### config.mk
export PLATFORM = sky130hd
export DESIGN_NAME = exception_manager
export DESIGN_NICKNAME = d
export VERILOG_FILES = /design/src/verilog/exc_pkg.sv /design/src/verilog/mem_req_if.sv /design/src/verilog/exc_sequencer.sv /design/src/verilog/handler_fetch.sv /design/src/verilog/spr_swap.sv /design/src/verilog/idt_loader.sv /design/src/verilog/ldst_arbiter.sv /design/src/verilog/exception_manager.sv
export SDC_FILE = /design/constraint.sdc
export NUM_CORES = 1
export LEC_CHECK = 0
export BUFFER_PORTS_ARGS = -buffer_cell sky130_fd_sc_hd__buf_4
export CORE_MARGIN = 3
export CORE_UTILIZATION = 50
export DETAILED_ROUTE_END_ITERATION = 10
export PLACE_DENSITY = 0.79
export RECOVER_POWER = 50
export REMOVE_ABC_BUFFERS = 1
export SYNTH_ARGS = -nofsm -noshare
export SYNTH_HDL_FRONTEND = slang
export SYNTH_SLANG_ARGS = --single-unit
### constraint.sdc
create_clock -name iCLOCK -period 5.79 [get_ports iCLOCK]
set_clock_uncertainty 0.15 [all_clocks]
set_input_delay 1.158 -clock iCLOCK [delete_from_list [all_inputs] [get_ports iCLOCK]]
set_output_delay 1.158 -clock iCLOCK [all_outputs]
set_load 0.05 [all_outputs]
### src/verilog/exc_pkg.sv
// ----------------------------------------------------------
// Thread blocks are 256 bytes and IDT entries are 8 bytes
// The IDT always holds 64 entries
// ----------------------------------------------------------
package exc_pkg;

	localparam int WORD_W = 32;
	localparam int IRQ_NUM_W = 7;
	localparam int IDT_ENTRIES = 64;
	localparam int IDT_STRIDE = 8;
	localparam int VECTOR_OFFSET = 4;
	// Wide enough to count up to IDT_ENTRIES
	localparam int CNT_W = $clog2(IDT_ENTRIES + 1);

	// Configuration word of an IDT entry
	localparam int ICT_VALID_BIT = 0;
	localparam int ICT_MASK_BIT = 1;
	localparam int ICT_LEVEL_LSB = 16;

	// Thread state table layout
	localparam int TST_BLOCK_SHIFT = 8;
	localparam int TST_USPR_OFFSET = 8;
	localparam int TST_KSPR_OFFSET = 12;

	localparam int PSR_IE_BIT = 2;
	localparam int PSR_MODE_LSB = 5;

	// Load/store clients on the shared port
	localparam int NUM_CLIENTS = 3;
	localparam int CLIENT_SPR = 0;
	localparam int CLIENT_FETCH = 1;
	localparam int CLIENT_IDT = 2;

	typedef logic [WORD_W-1:0] word_t;

	typedef enum logic [1:0] {
		KERNEL = 2'd0,
		USER = 2'd3
	} core_mode_t;

	typedef enum logic [2:0] {
		IDLE,
		JUMP,
		IRQ_SET,
		IRQ_RET,
		IDT_LOAD
	} seq_state_t;

	typedef struct packed {
		word_t spr;
		word_t tidr;
		word_t tisr;
		word_t psr;
		word_t ppsr;
		word_t ppcr;
		word_t idtr;
	} sysreg_snap_t;

	typedef struct packed {
		logic [5:0] entry;
		logic mask;
		logic valid;
		logic [1:0] level;
	} ict_rec_t;

endpackage

### src/verilog/mem_req_if.sv
// ----------------------------------------------------------
// Every accepted request gets one rvalid later, in order
// ----------------------------------------------------------
`timescale 1ns/1ps

interface mem_req_if
	import exc_pkg::*;
();

	logic req;
	logic busy;
	logic rw;
	word_t addr;
	word_t wdata;
	logic rvalid;
	word_t rdata;

	// Held request keeps rw, addr and wdata stable until accepted
	modport client (
		output req,
		output rw,
		output addr,
		output wdata,
		input busy,
		input rvalid,
		input rdata
	);

	modport arbiter (
		input req,
		input rw,
		input addr,
		input wdata,
		output busy,
		output rvalid,
		output rdata
	);

endinterface

### src/verilog/exc_sequencer.sv
// ----------------------------------------------------------
// One event at a time; system registers are frozen from IDLE
// ----------------------------------------------------------
`timescale 1ns/1ps

module exc_sequencer
	import exc_pkg::*;
(
	input logic iCLOCK,
	input logic inRESET,
	input logic jump,
	input word_t jump_addr,
	input logic irq_ret,
	input logic idt_set,
	input logic irq_req,
	input logic [IRQ_NUM_W-1:0] irq_num,
	input logic irq_lock,
	input word_t spr,
	input word_t tidr,
	input word_t tisr,
	input word_t psr,
	input word_t ppsr,
	input word_t pcr,
	input word_t ppcr_in,
	input word_t idtr,
	output logic swap_start,
	output logic swap_to_kernel,
	output sysreg_snap_t snap,
	input logic swap_done,
	input word_t swap_spr,
	output logic fetch_start,
	output logic [IRQ_NUM_W-1:0] fetch_num,
	input logic fetch_done,
	input word_t fetch_addr,
	output logic load_start,
	input logic load_done,
	output logic pipeline_stop,
	output logic refresh,
	output logic pc_set,
	output word_t pc,
	output logic ppcr_set,
	output word_t ppcr,
	output logic set_irq_mode,
	output logic clr_irq_mode,
	output logic irq_ack,
	output logic spr_write,
	output word_t spr_new
);

	typedef enum logic [1:0] {
		ST_FETCH,
		ST_SWAP,
		ST_DONE
	} step_t;

	seq_state_t state;
	step_t step;
	logic irq_pend;
	logic op_busy;
	logic irq_ok;
	logic snap_user;
	logic ret_user;
	word_t jump_addr_q;

	assign irq_ok = irq_req && psr[PSR_IE_BIT] && !irq_lock;
	assign snap_user = core_mode_t'(snap.psr[PSR_MODE_LSB +: 2]) == USER;
	assign ret_user = core_mode_t'(ppsr[PSR_MODE_LSB +: 2]) == USER;

	// Stall already in the cycle the interrupt is seen
	assign pipeline_stop = (state != IDLE) || (irq_ok && !jump);

	always_ff @(posedge iCLOCK or negedge inRESET) begin
		if (!inRESET) begin
			state <= IDLE;
			step <= ST_FETCH;
			irq_pend <= 1'b0;
			op_busy <= 1'b0;
			swap_to_kernel <= 1'b0;
			fetch_start <= 1'b0;
			swap_start <= 1'b0;
			load_start <= 1'b0;
			refresh <= 1'b0;
			pc_set <= 1'b0;
			ppcr_set <= 1'b0;
			set_irq_mode <= 1'b0;
			clr_irq_mode <= 1'b0;
			irq_ack <= 1'b0;
			spr_write <= 1'b0;
		end else begin
			fetch_start <= 1'b0;
			swap_start <= 1'b0;
			load_start <= 1'b0;
			refresh <= 1'b0;
			pc_set <= 1'b0;
			ppcr_set <= 1'b0;
			set_irq_mode <= 1'b0;
			clr_irq_mode <= 1'b0;
			irq_ack <= 1'b0;
			spr_write <= 1'b0;
			if (fetch_done || swap_done || load_done) begin
				op_busy <= 1'b0;
			end else if (fetch_start || swap_start || load_start) begin
				op_busy <= 1'b1;
			end
			case (state)
				IDLE: begin
					// Priority is jump, interrupt, return, IDT set
					if (jump) begin
						state <= JUMP;
						refresh <= 1'b1;
						irq_pend <= irq_req && psr[PSR_IE_BIT];
					end else if (irq_ok) begin
						state <= IRQ_SET;
						step <= ST_FETCH;
						refresh <= 1'b1;
						ppcr_set <= 1'b1;
						set_irq_mode <= 1'b1;
						fetch_start <= 1'b1;
					end else if (irq_ret) begin
						state <= IRQ_RET;
						refresh <= 1'b1;
						if (ret_user) begin
							step <= ST_SWAP;
							swap_start <= 1'b1;
							swap_to_kernel <= 1'b0;
						end else begin
							step <= ST_DONE;
						end
					end else if (idt_set) begin
						state <= IDT_LOAD;
						refresh <= 1'b1;
						load_start <= 1'b1;
					end
				end
				JUMP: begin
					// Pending interrupt saves the branch target as return PC
					if (irq_pend) begin
						state <= IRQ_SET;
						step <= ST_FETCH;
						refresh <= 1'b1;
						ppcr_set <= 1'b1;
						set_irq_mode <= 1'b1;
						fetch_start <= 1'b1;
					end else begin
						state <= IDLE;
						pc_set <= 1'b1;
					end
				end
				IRQ_SET: begin
					case (step)
						ST_FETCH: begin
							if (fetch_done && snap_user) begin
								step <= ST_SWAP;
								swap_start <= 1'b1;
								swap_to_kernel <= 1'b1;
							end else if (fetch_done) begin
								step <= ST_DONE;
							end
						end
						ST_SWAP: begin
							if (swap_done) begin
								spr_write <= 1'b1;
								step <= ST_DONE;
							end
						end
						default: begin
							state <= IDLE;
							pc_set <= 1'b1;
							irq_ack <= 1'b1;
						end
					endcase
				end
				IRQ_RET: begin
					if (step == ST_SWAP) begin
						if (swap_done) begin
							spr_write <= 1'b1;
							step <= ST_DONE;
						end
					end else begin
						state <= IDLE;
						pc_set <= 1'b1;
						clr_irq_mode <= 1'b1;
					end
				end
				IDT_LOAD: begin
					if (load_done) begin
						state <= IDLE;
						pc_set <= 1'b1;
					end
				end
				default: begin
					state <= IDLE;
				end
			endcase
		end
	end

	always_ff @(posedge iCLOCK) begin
		if (state == IDLE) begin
			snap <= '{spr, tidr, tisr, psr, ppsr, ppcr_in, idtr};
			fetch_num <= irq_num;
			jump_addr_q <= jump_addr;
			ppcr <= pcr;
		end else if (state == JUMP) begin
			ppcr <= jump_addr_q;
		end
		case (state)
			JUMP, IDT_LOAD: pc <= jump_addr_q;
			IRQ_RET: pc <= snap.ppcr;
			IRQ_SET: begin
				if (fetch_done) begin
					pc <= fetch_addr;
				end
			end
			default: begin
			end
		endcase
		if (swap_done) begin
			spr_new <= swap_spr;
		end
	end

	// Sub-operations never overlap
	assert property (@(posedge iCLOCK) disable iff (!inRESET)
		(fetch_start || swap_start || load_start) |->
			!op_busy && $onehot({fetch_start, swap_start, load_start}));

endmodule

### src/verilog/handler_fetch.sv
// ----------------------------------------------------------
// Reads one handler word; irq_num must index a valid IDT entry
// ----------------------------------------------------------
`timescale 1ns/1ps

module handler_fetch
	import exc_pkg::*;
(
	input logic iCLOCK,
	input logic inRESET,
	input logic start,
	input logic [IRQ_NUM_W-1:0] irq_num,
	input word_t idtr,
	output logic done,
	output word_t handler,
	mem_req_if.client mem
);

	logic req_q;
	logic wait_q;
	word_t addr_q;

	assign mem.req = req_q;
	assign mem.rw = 1'b0;
	assign mem.addr = addr_q;
	assign mem.wdata = '0;

	always_ff @(posedge iCLOCK or negedge inRESET) begin
		if (!inRESET) begin
			req_q <= 1'b0;
			wait_q <= 1'b0;
			done <= 1'b0;
		end else begin
			done <= 1'b0;
			if (start) begin
				req_q <= 1'b1;
			end else if (req_q && !mem.busy) begin
				req_q <= 1'b0;
				wait_q <= 1'b1;
			end
			if (wait_q && mem.rvalid) begin
				wait_q <= 1'b0;
				done <= 1'b1;
			end
		end
	end

	always_ff @(posedge iCLOCK) begin
		// Vector sits in the second word of the entry
		if (start) begin
			addr_q <= idtr + word_t'(irq_num) * word_t'(IDT_STRIDE) + word_t'(VECTOR_OFFSET);
		end
		if (wait_q && mem.rvalid) begin
			handler <= mem.rdata;
		end
	end

endmodule

### src/verilog/spr_swap.sv
// ----------------------------------------------------------
// Thread block index is the low 14 bits of TIDR
// ----------------------------------------------------------
`timescale 1ns/1ps

module spr_swap
	import exc_pkg::*;
(
	input logic iCLOCK,
	input logic inRESET,
	input logic start,
	input logic to_kernel,
	input word_t spr,
	input word_t tidr,
	input word_t tisr,
	output logic done,
	output word_t new_spr,
	mem_req_if.client mem
);

	typedef enum logic [2:0] {
		S_IDLE,
		S_WR,
		S_WR_WAIT,
		S_RD,
		S_RD_WAIT
	} swap_state_t;

	swap_state_t state;
	logic to_kernel_q;
	word_t block_q;
	word_t spr_q;
	word_t uspr_addr;
	word_t kspr_addr;

	assign uspr_addr = block_q + word_t'(TST_USPR_OFFSET);
	assign kspr_addr = block_q + word_t'(TST_KSPR_OFFSET);

	// Outgoing SPR goes to the slot of the mode being left
	assign mem.req = (state == S_WR) || (state == S_RD);
	assign mem.rw = (state == S_WR);
	assign mem.addr = ((state == S_WR) == to_kernel_q) ? uspr_addr : kspr_addr;
	assign mem.wdata = spr_q;

	always_ff @(posedge iCLOCK or negedge inRESET) begin
		if (!inRESET) begin
			state <= S_IDLE;
			to_kernel_q <= 1'b0;
			done <= 1'b0;
		end else begin
			done <= 1'b0;
			case (state)
				S_IDLE: begin
					if (start) begin
						state <= S_WR;
						to_kernel_q <= to_kernel;
					end
				end
				S_WR: begin
					if (!mem.busy) begin
						state <= S_WR_WAIT;
					end
				end
				// Read only after the write is answered
				S_WR_WAIT: begin
					if (mem.rvalid) begin
						state <= S_RD;
					end
				end
				S_RD: begin
					if (!mem.busy) begin
						state <= S_RD_WAIT;
					end
				end
				default: begin
					if (mem.rvalid) begin
						state <= S_IDLE;
						done <= 1'b1;
					end
				end
			endcase
		end
	end

	always_ff @(posedge iCLOCK) begin
		if (start) begin
			block_q <= tisr + (word_t'(tidr[13:0]) << TST_BLOCK_SHIFT);
			spr_q <= spr;
		end
		if (state == S_RD_WAIT && mem.rvalid) begin
			new_spr <= mem.rdata;
		end
	end

	assert property (@(posedge iCLOCK) disable iff (!inRESET) start |-> state == S_IDLE);

endmodule

### src/verilog/idt_loader.sv
// ----------------------------------------------------------
// Reads all 64 entries with several reads in flight
// ----------------------------------------------------------
`timescale 1ns/1ps

module idt_loader
	import exc_pkg::*;
(
	input logic iCLOCK,
	input logic inRESET,
	input logic start,
	input word_t idtr,
	output logic done,
	output logic ict_write,
	output ict_rec_t ict,
	mem_req_if.client mem
);

	logic active;
	logic [CNT_W-1:0] issue_cnt;
	logic [CNT_W-1:0] resp_cnt;
	word_t base_q;

	assign mem.req = active && (issue_cnt != CNT_W'(IDT_ENTRIES));
	assign mem.rw = 1'b0;
	assign mem.addr = base_q + word_t'(issue_cnt) * word_t'(IDT_STRIDE);
	assign mem.wdata = '0;

	always_ff @(posedge iCLOCK or negedge inRESET) begin
		if (!inRESET) begin
			active <= 1'b0;
			issue_cnt <= '0;
			resp_cnt <= '0;
			done <= 1'b0;
			ict_write <= 1'b0;
		end else begin
			done <= 1'b0;
			ict_write <= 1'b0;
			if (start) begin
				active <= 1'b1;
				issue_cnt <= '0;
				resp_cnt <= '0;
			end else if (active) begin
				if (mem.req && !mem.busy) begin
					issue_cnt <= issue_cnt + 1'b1;
				end
				// Responses come back in issue order
				if (mem.rvalid) begin
					resp_cnt <= resp_cnt + 1'b1;
					ict_write <= 1'b1;
					if (resp_cnt == CNT_W'(IDT_ENTRIES - 1)) begin
						active <= 1'b0;
						done <= 1'b1;
					end
				end
			end
		end
	end

	always_ff @(posedge iCLOCK) begin
		if (start) begin
			base_q <= idtr;
		end
		if (mem.rvalid) begin
			ict.entry <= resp_cnt[5:0];
			ict.mask <= mem.rdata[ICT_MASK_BIT];
			ict.valid <= mem.rdata[ICT_VALID_BIT];
			ict.level <= mem.rdata[ICT_LEVEL_LSB +: 2];
		end
	end

	assert property (@(posedge iCLOCK) disable iff (!inRESET) resp_cnt <= issue_cnt);

endmodule

### src/verilog/ldst_arbiter.sv
// ----------------------------------------------------------
// Owner keeps the port until all its responses are back
// ----------------------------------------------------------
`timescale 1ns/1ps

module ldst_arbiter
	import exc_pkg::*;
(
	input logic iCLOCK,
	input logic inRESET,
	mem_req_if.arbiter clients [NUM_CLIENTS],
	output logic ldst_req,
	input logic ldst_busy,
	output logic ldst_rw,
	output word_t ldst_addr,
	output word_t ldst_data,
	input logic ldst_rvalid,
	input word_t ldst_rdata
);

	logic [NUM_CLIENTS-1:0] req_vec;
	logic [NUM_CLIENTS-1:0] rw_vec;
	word_t addr_vec [NUM_CLIENTS];
	word_t wdata_vec [NUM_CLIENTS];
	logic [NUM_CLIENTS-1:0] grant;
	logic [NUM_CLIENTS-1:0] grant_q;
	logic [CNT_W-1:0] outstanding;
	logic hold;
	logic accept;

	for (genvar i = 0; i < NUM_CLIENTS; i++) begin : g_client
		assign req_vec[i] = clients[i].req;
		assign rw_vec[i] = clients[i].rw;
		assign addr_vec[i] = clients[i].addr;
		assign wdata_vec[i] = clients[i].wdata;
		assign clients[i].busy = grant[i] ? ldst_busy : 1'b1;
		assign clients[i].rvalid = grant[i] & ldst_rvalid;
		assign clients[i].rdata = grant[i] ? ldst_rdata : '0;
	end

	assign hold = (|(grant_q & req_vec)) || (outstanding != '0);
	// Free port goes to the lowest requesting index
	assign grant = hold ? grant_q : (req_vec & (~req_vec + NUM_CLIENTS'(1)));

	assign ldst_req = |(grant & req_vec);
	assign accept = ldst_req && !ldst_busy;

	always_comb begin
		ldst_rw = 1'b0;
		ldst_addr = '0;
		ldst_data = '0;
		for (int k = 0; k < NUM_CLIENTS; k++) begin
			if (grant[k]) begin
				ldst_rw = rw_vec[k];
				ldst_addr = addr_vec[k];
				ldst_data = wdata_vec[k];
			end
		end
	end

	always_ff @(posedge iCLOCK or negedge inRESET) begin
		if (!inRESET) begin
			grant_q <= '0;
			outstanding <= '0;
		end else begin
			grant_q <= grant;
			outstanding <= outstanding + CNT_W'(accept) - CNT_W'(ldst_rvalid);
		end
	end

	// A response always belongs to an accepted request
	assert property (@(posedge iCLOCK) disable iff (!inRESET)
		ldst_rvalid |-> outstanding != '0);

endmodule

### src/verilog/exception_manager.sv
// ----------------------------------------------------------
// Inputs are sampled on iCLOCK; one load/store port is shared
// ----------------------------------------------------------
`timescale 1ns/1ps

module exception_manager
	import exc_pkg::*;
(
	input logic iCLOCK,
	input logic inRESET,
	input logic jump,
	input word_t jump_addr,
	input logic irq_ret,
	input logic idt_set,
	input logic irq_req,
	input logic [IRQ_NUM_W-1:0] irq_num,
	input logic irq_lock,
	input word_t spr,
	input word_t tidr,
	input word_t tisr,
	input word_t psr,
	input word_t ppsr,
	input word_t pcr,
	input word_t ppcr_in,
	input word_t idtr,
	output logic pipeline_stop,
	output logic refresh,
	output logic pc_set,
	output word_t pc,
	output logic ppcr_set,
	output word_t ppcr,
	output logic set_irq_mode,
	output logic clr_irq_mode,
	output logic irq_ack,
	output logic spr_write,
	output word_t spr_new,
	output logic ldst_req,
	input logic ldst_busy,
	output logic ldst_rw,
	output word_t ldst_addr,
	output word_t ldst_data,
	input logic ldst_rvalid,
	input word_t ldst_rdata,
	output logic ict_write,
	output logic [5:0] ict_entry,
	output logic ict_mask,
	output logic ict_valid,
	output logic [1:0] ict_level
);

	logic swap_start;
	logic swap_to_kernel;
	logic swap_done;
	word_t swap_spr;
	logic fetch_start;
	logic [IRQ_NUM_W-1:0] fetch_num;
	logic fetch_done;
	word_t fetch_addr;
	logic load_start;
	logic load_done;
	sysreg_snap_t snap;
	ict_rec_t ict_rec;

	mem_req_if mem_link [NUM_CLIENTS] ();

	assign ict_entry = ict_rec.entry;
	assign ict_mask = ict_rec.mask;
	assign ict_valid = ict_rec.valid;
	assign ict_level = ict_rec.level;

	exc_sequencer exc_sequencer_inst (
		.iCLOCK(iCLOCK), .inRESET(inRESET),
		.jump(jump), .jump_addr(jump_addr), .irq_ret(irq_ret), .idt_set(idt_set),
		.irq_req(irq_req), .irq_num(irq_num), .irq_lock(irq_lock),
		.spr(spr), .tidr(tidr), .tisr(tisr), .psr(psr), .ppsr(ppsr),
		.pcr(pcr), .ppcr_in(ppcr_in), .idtr(idtr),
		.swap_start(swap_start), .swap_to_kernel(swap_to_kernel), .snap(snap),
		.swap_done(swap_done), .swap_spr(swap_spr),
		.fetch_start(fetch_start), .fetch_num(fetch_num),
		.fetch_done(fetch_done), .fetch_addr(fetch_addr),
		.load_start(load_start), .load_done(load_done),
		.pipeline_stop(pipeline_stop), .refresh(refresh), .pc_set(pc_set), .pc(pc),
		.ppcr_set(ppcr_set), .ppcr(ppcr),
		.set_irq_mode(set_irq_mode), .clr_irq_mode(clr_irq_mode), .irq_ack(irq_ack),
		.spr_write(spr_write), .spr_new(spr_new)
	);

	spr_swap spr_swap_inst (
		.iCLOCK(iCLOCK), .inRESET(inRESET),
		.start(swap_start), .to_kernel(swap_to_kernel),
		.spr(snap.spr), .tidr(snap.tidr), .tisr(snap.tisr),
		.done(swap_done), .new_spr(swap_spr), .mem(mem_link[CLIENT_SPR])
	);

	handler_fetch handler_fetch_inst (
		.iCLOCK(iCLOCK), .inRESET(inRESET),
		.start(fetch_start), .irq_num(fetch_num), .idtr(snap.idtr),
		.done(fetch_done), .handler(fetch_addr), .mem(mem_link[CLIENT_FETCH])
	);

	idt_loader idt_loader_inst (
		.iCLOCK(iCLOCK), .inRESET(inRESET),
		.start(load_start), .idtr(snap.idtr), .done(load_done),
		.ict_write(ict_write), .ict(ict_rec), .mem(mem_link[CLIENT_IDT])
	);

	ldst_arbiter ldst_arbiter_inst (
		.iCLOCK(iCLOCK), .inRESET(inRESET), .clients(mem_link),
		.ldst_req(ldst_req), .ldst_busy(ldst_busy), .ldst_rw(ldst_rw),
		.ldst_addr(ldst_addr), .ldst_data(ldst_data),
		.ldst_rvalid(ldst_rvalid), .ldst_rdata(ldst_rdata)
	);

endmodule

==> impl_metrics.toml, run 1 <==
[run_status]
run_status = "complete, but fails checks"
violations = "capacitance limit, slew limit"

[setup_path]
cpPeakStageDelay_ns = 0.69
critPathBufInv = 2
cp_max_fo = 15
cp.arrival_ns = 3.86
r2r-start = "exc_sequencer_inst.state[0]"
critPathRequiredTime_ns = 4.48
critPathCaptureType = "output port"
r2r_end = "exc_sequencer_inst.pc[12]"
cp_common_cell = "buf_4"
crit_path_start = "spr_swap_inst.state[2]"
critPathLaunchType = "flip-flop"
reg2reg_depth = 4
regToRegSetupSlack_ns = 1.16
cp.depth = 9
cp_top_family = "compound AO/OA/AOI/OAI gates"
crit_end = "ldst_addr[1]"
worstSetupPathType = "reg -> out"
worst_path_max_delay_cell = "o22ai_2"
crit_chain = "nand2b_1, o2111ai_1, a21o_1, nand2_1, o22ai_2, buf_4, a22oi_1, o21ai_0, buf_4"

[place]
pre_cts_ws_ns = 1.31
place.gp.congestion = 0.847
numPortBuffers = 439
dpl.hpwl_um = 37400

[job]
max-cap-violations = 7

[global_routing]
overflow = 0
grt_pass1_vias = 14300
grt_max_degree = 142
grt_first_pass_wirelength_um = 81100
antenna_found_initial = 1
grtUsageTotal_pct = 22.4

[die]
io_pins = 517
rows = 76
die_y_um = 217
die_x_um = 217
start_util_pct = 51.1
core-area_sq_um = 43600
fp.dieArea_sq_um = 47100

[timing]
holdWs_ns = 0.265
slew_violations = 319
rsz0062_at_grt = "false"
fmax_ghz = 0.194
slew_headroom_pct = -142
setup_viol = 0
post-route-period-util_pct = 89.2
period_minus_slack_ns = 5.16
tightest_slew_ns = 3.64
finalWorstSetupSlack_ns = 0.627
hold_viol = 0

[clock_network]
insertion_delay_ns = 0.59
cts_buffers = 54
clock_path_buffers = 3
cts-resized-gates = 0
htreeDepth = 2
post-cts-setup-buffers = 0
clkSlewWorstSetupHoldPaths_ns = 0.06
holdBufCountCts = 0
cts_tree = "done"
cts_root_buffer = "clkbuf_16"
clock_sinks = 531

[pwr]
p_comb_share_pct = 34.0
sequentialPowerShare_pct = 42.1
p_leak_uw = 0.0108
p_int_uw = 9350
switching_power_uw = 5280
ir_worst_vdd_mv = 0.404
power_frac_clock_pct = 23.9
powerDensity_nw_per_um2 = 524
swShare_pct = 36.1

[routing]
routed_wl_um = 53800
ant_nets = 0
dr.pass1.iters = 5
drt-initial-drc-count = 1066
viasPerCell = 5.40
vias = 14000
drc_errors = 0
wl_per_cell_um = 20.7

[worst_hold_path]
hp-class = "reg -> reg"

[synthesis]
yosys_warnings = 0
ys_seq_area_share_pct = 70.5
async_flop_share_pct = 9.42
synth-main-ff-cell = "edfxtp_1"
syn_inst = 1508
syn_area_sq_um = 22300
syn_area_per_cell_sq_um = 14.8
synth-edff-count = 481
synth-seq-cells = 531
synth_cell_types = 74

[layout]
fin_nets = 2345
area_delta_synth_final_pct = 25.3
drive_gt1_share_pct = 28.9
## cell usage after synthesis, drive strengths merged, types with 4 or more instances
cell	n	area share (%)
inv	45	0.76
dfrtp	50	5.6
a22oi	5	0.17
nand4	19	0.53
ha	43	2.4
clkbuf	31	0.52
and2	105	3.0
o21a	11	0.37
nor3	25	0.58
a21o	11	0.37
nand3	23	0.52
mux2i	35	1.6
nand2	85	1.4
nor4	9	0.35
a221oi	28	1.1
nor2	67	1.2
nor3b	10	0.43
a21oi	65	1.5
and4	8	0.31
mux2	35	1.8
buf	22	0.65
o21ai	71	1.6
a31oi	7	0.20
xor2	61	2.4
nor2b	13	0.37
xnor2	57	2.2
and3	20	0.56
edfxtp	481	65
fa	4	0.36
nand2b	16	0.45
a211oi	5	0.19
## worst min-delay path by stage
| stage | startpoint | endpoint | slack, ns | cells past startpoint |
|---|---|---|---|---|
| after floorplan | spr_swap_inst.new_spr[0] | exc_sequencer_inst.spr_new[0] | 0.25 | 0 |
| after global placement | spr_swap_inst.new_spr[15] | exc_sequencer_inst.spr_new[15] | 0.25 | 0 |
| after detailed placement | spr_swap_inst.new_spr[12] | exc_sequencer_inst.spr_new[12] | 0.25 | 0 |
| after CTS | exc_sequencer_inst.snap[222] | spr_swap_inst.mem.wdata[30] | 0.27 | 0 |
| after global routing | exc_sequencer_inst.snap[223] | spr_swap_inst.mem.wdata[31] | 0.27 | 0 |
| final | exc_sequencer_inst.snap[222] | spr_swap_inst.mem.wdata[30] | 0.26 | 0 |
## final cells by class
class	instances	area, sq um
Inverter	45	169
Timing Repair Buffer	451	3340
Antenna cell	1	2.50
Tap cell	585	732
Sequential cell	531	15700
Multi-Input combinational cell	879	6180
Clock buffer	62	1400
Clock inverter	38	375
Fill cell	3128	15600
## metrics by stage
step	instance area (sq um)	instances	power (uW)	TNS, ns	util, %
final	27900	2592	14600	0	64.1
after global routing	27900	2592	15300	0	64.1
after CTS	28000	2591	14700	0	64.3
after detailed placement	26200	2491	11200	0	60.2
after global placement	26200	2491	11000	0	60.2
after floorplan	22000	1455	8830	-1248.73	-
## power groups by stage
stage	sequential, uW	clock [uW]	combinational [uW]
global placement	6160	0	4840
CTS	6150	3560	5000
floorplan	6760	0	2070
detailed placement	6210	0	4960
finish	6160	3490	4980
global route	6260	3710	5350
## registers in the layout (all words and copies together), names as in the netlist, 10 cells and up
name and count:
exc_sequencer_inst.jump_addr_q 32, exc_sequencer_inst.pc 32, exc_sequencer_inst.ppcr 32, exc_sequencer_inst.snap 144, exc_sequencer_inst.spr_new 32, handler_fetch_inst.handler 32, handler_fetch_inst.mem.addr 32, idt_loader_inst.base_q 32
idt_loader_inst.ict 10, spr_swap_inst.block_q 32, spr_swap_inst.mem.wdata 32, spr_swap_inst.new_spr 32
## per-layer routing
metal / vias to the layer above / part of all wire (%) / track usage (%) / wire [um]
li1: 6521 / - / - / -
met1: 6804 / 37 / 26.0 / 19800
met2: 573 / 50 / 39.5 / 27100
met3: 97 / 9.7 / 7.18 / 5220
met4: 0 / 3.1 / 7.76 / 1670
met5: - / 0 / 0 / 0
## layout by cell type (no fill, tap or decap), drive strengths merged, types with 57 or more instances in the layout
| cell | instances |
|---|---|
| a21oi | 65 |
| and2 | 105 |
| buf | 263 |
| clkbuf | 250 |
| edfxtp | 481 |
| nand2 | 85 |
| nor2 | 67 |
| o21ai | 71 |
| xnor2 | 57 |
| xor2 | 61 |
## kinds of logic (layout without fill, tap and decap cells)
logic type / Yosys count / count (layout) / share of synthesized area (%)
adders and majority gates: 47 / 47 / 2.78
buffers and inverters: 98 / 596 / 1.93
DFF: 531 / 531 / 70.5
muxes: 70 / 70 / 3.36
xor gates and xnor gates: 118 / 118 / 4.67
other: 0 / 1 / 0
AOI/OAI and AO/OA: 231 / 231 / 6.62
and+or+nand+nor: 413 / 413 / 10.2
Power figures use the tool's default switching activity.
==> run 2: changes to the inputs <==
--- a/config.mk
+++ b/config.mk
@@ -6,10 +6,12 @@
 export NUM_CORES = 1
 export LEC_CHECK = 0
 export BUFFER_PORTS_ARGS = -buffer_cell sky130_fd_sc_hd__buf_4
+export CELL_PAD_IN_SITES_DETAIL_PLACEMENT = 1
+export CELL_PAD_IN_SITES_GLOBAL_PLACEMENT = 1
 export CORE_MARGIN = 3
-export CORE_UTILIZATION = 50
+export CORE_UTILIZATION = 44
 export DETAILED_ROUTE_END_ITERATION = 10
-export PLACE_DENSITY = 0.79
+export PLACE_DENSITY = 0.84
 export RECOVER_POWER = 50
 export REMOVE_ABC_BUFFERS = 1
 export SYNTH_ARGS = -nofsm -noshare
==> impl_metrics.toml, run 2 (same netlist as run 1, synthesis figures left out) <==
[run_status]
run_status = "complete, but fails checks"
violations = "capacitance limit, slew limit"

[global_routing]
grtUsageTotal_pct = 24.1
grt_max_degree = 149
overflow = 0
antenna_found_initial = 5
grt_first_pass_wirelength_um = 97600
grt_pass1_vias = 15800

[layout]
n_fill_cell = 4921
mostFrequentLayoutCell = "edfxtp_1"
instances_no_fill = 2674
area_delta_synth_final_pct = 25.2
fin_nets = 2347
seq_area_sq_um = 15700
drive_gt1_share_pct = 28.0
layout.cells.most_common_list = "edfxtp_1, buf_4, clkbuf_4"
postLayoutCoreUtil_pct = 56.4
multi_input_area_sq_um = 6180
top_register = "exc_sequencer_inst.snap"
largest_reg_flops = 144

[routing]
drc_errors = 0
dr.pass1.iters = 5
routed_wl_um = 65300
wl_per_cell_um = 24.4
drt-initial-drc-count = 759
vias = 14500
viasPerCell = 5.41
ant_nets = 0

[setup_path]
critPathBufInv = 2
crit_chain = "inv_1, ha_1, nor4b_1, o2111ai_2, a21oi_2, mux2_4, a221oi_1, a21oi_1, buf_4"
cp_max_fo = 68
worstSetupPathType = "reg -> out"
regToRegSetupSlack_ns = 1.21
critPathLaunchType = "flip-flop"
cp_top_family = "compound AO/OA/AOI/OAI gates"
critPathRequiredTime_ns = 4.48
critPathCaptureType = "output port"
worst_path_max_delay_cell = "mux2_4"
cpPeakStageDelay_ns = 0.74
cp.arrival_ns = 3.86

[worst_hold_path]
hp-class = "reg -> reg"

[die]
die_x_um = 231
core-area_sq_um = 49500
fp.dieArea_sq_um = 53300
die_y_um = 231
io_pins = 517
start_util_pct = 45.0
rows = 81

[timing]
fmax_ghz = 0.194
tightest_slew_ns = 3.49
rsz0062_at_grt = "false"
slew_violations = 321
hold_viol = 0
period_minus_slack_ns = 5.16
setup_viol = 0
post-route-period-util_pct = 89.2
slew_headroom_pct = -133

[pwr]
p_leak_uw = 0.0107
ir_worst_vdd_mv = 0.524
powerDensity_nw_per_um2 = 530

[clock_network]
post-cts-setup-buffers = 0
cts_root_buffer = "clkbuf_16"
holdBufCountCts = 0
clkSlewWorstSetupHoldPaths_ns = 0.06
cts_buffers = 56
insertion_delay_ns = 0.61
cts_tree = "done"
clock_sinks = 531
cts-resized-gates = 0
clock_path_buffers = 3
htreeDepth = 2

[place]
placed_cells = 2570
numPortBuffers = 439
dpl.hpwl_um = 44300
place.gp.congestion = 0.897

[job]
max-cap-violations = 7
==> run 2: per-stage QoR <==
stage	instance area (sq um)	total power (uW)	hold WS (ns)	setup slack, ns	setup TNS, ns
after floorplan	22000	8830	0.250	-10.76	-1248.73
after global placement	26300	11000	0.250	1.37	0
after detailed placement	26300	11400	0.255	1.31	0
after CTS	28000	14900	0.268	0.577	0
after global routing	27900	15400	0.274	0.279	0
final	27900	14800	0.268	0.625	0
==> run 2: report_power, final <==
group	internal, uW	total, uW	switching (uW)
Clock	1920	3390	1470
Sequential	5680	6210	524
Combinational	1620	5180	3550
Total	9230	14800	5550
==> run 2: per-layer routing <==
layer	global-route usage, %	part of all wire, %	up-vias	routed length (um)
met4	7.28	2.5	2	1620
met3	7.98	9.3	98	6070
met5	0	0.025	-	16
met2	44.0	52	520	34100
li1	-	-	6516	-
met1	26.6	36	7331	23400
==> run 2: worst paths after layout <==
check | cells after the start | startpoint | end
min in group asynchronous | 1 | inRESET | ldst_arbiter_inst.outstanding[3]
max reg2reg | 4 | exc_sequencer_inst.state[0] | exc_sequencer_inst.pc[4]
max in group asynchronous | 1 | inRESET | exc_sequencer_inst.load_start
min | 0 | exc_sequencer_inst.snap[213] | spr_swap_inst.mem.wdata[21]
min reg2reg | 0 | exc_sequencer_inst.snap[213] | spr_swap_inst.mem.wdata[21]
max | 9 | ldst_arbiter_inst.outstanding[5] | ldst_addr[16]
==> run 2: layout make-up <==
class	count	share of cell area, %
clock buffers	66	5.24
flip-flops and latches	531	56.3
repair buffers	451	11.8
inverters	45	0.606
multi-input cells	879	22.2
well taps	664	2.98
diodes	3	0.0269
clock inverters	35	0.848
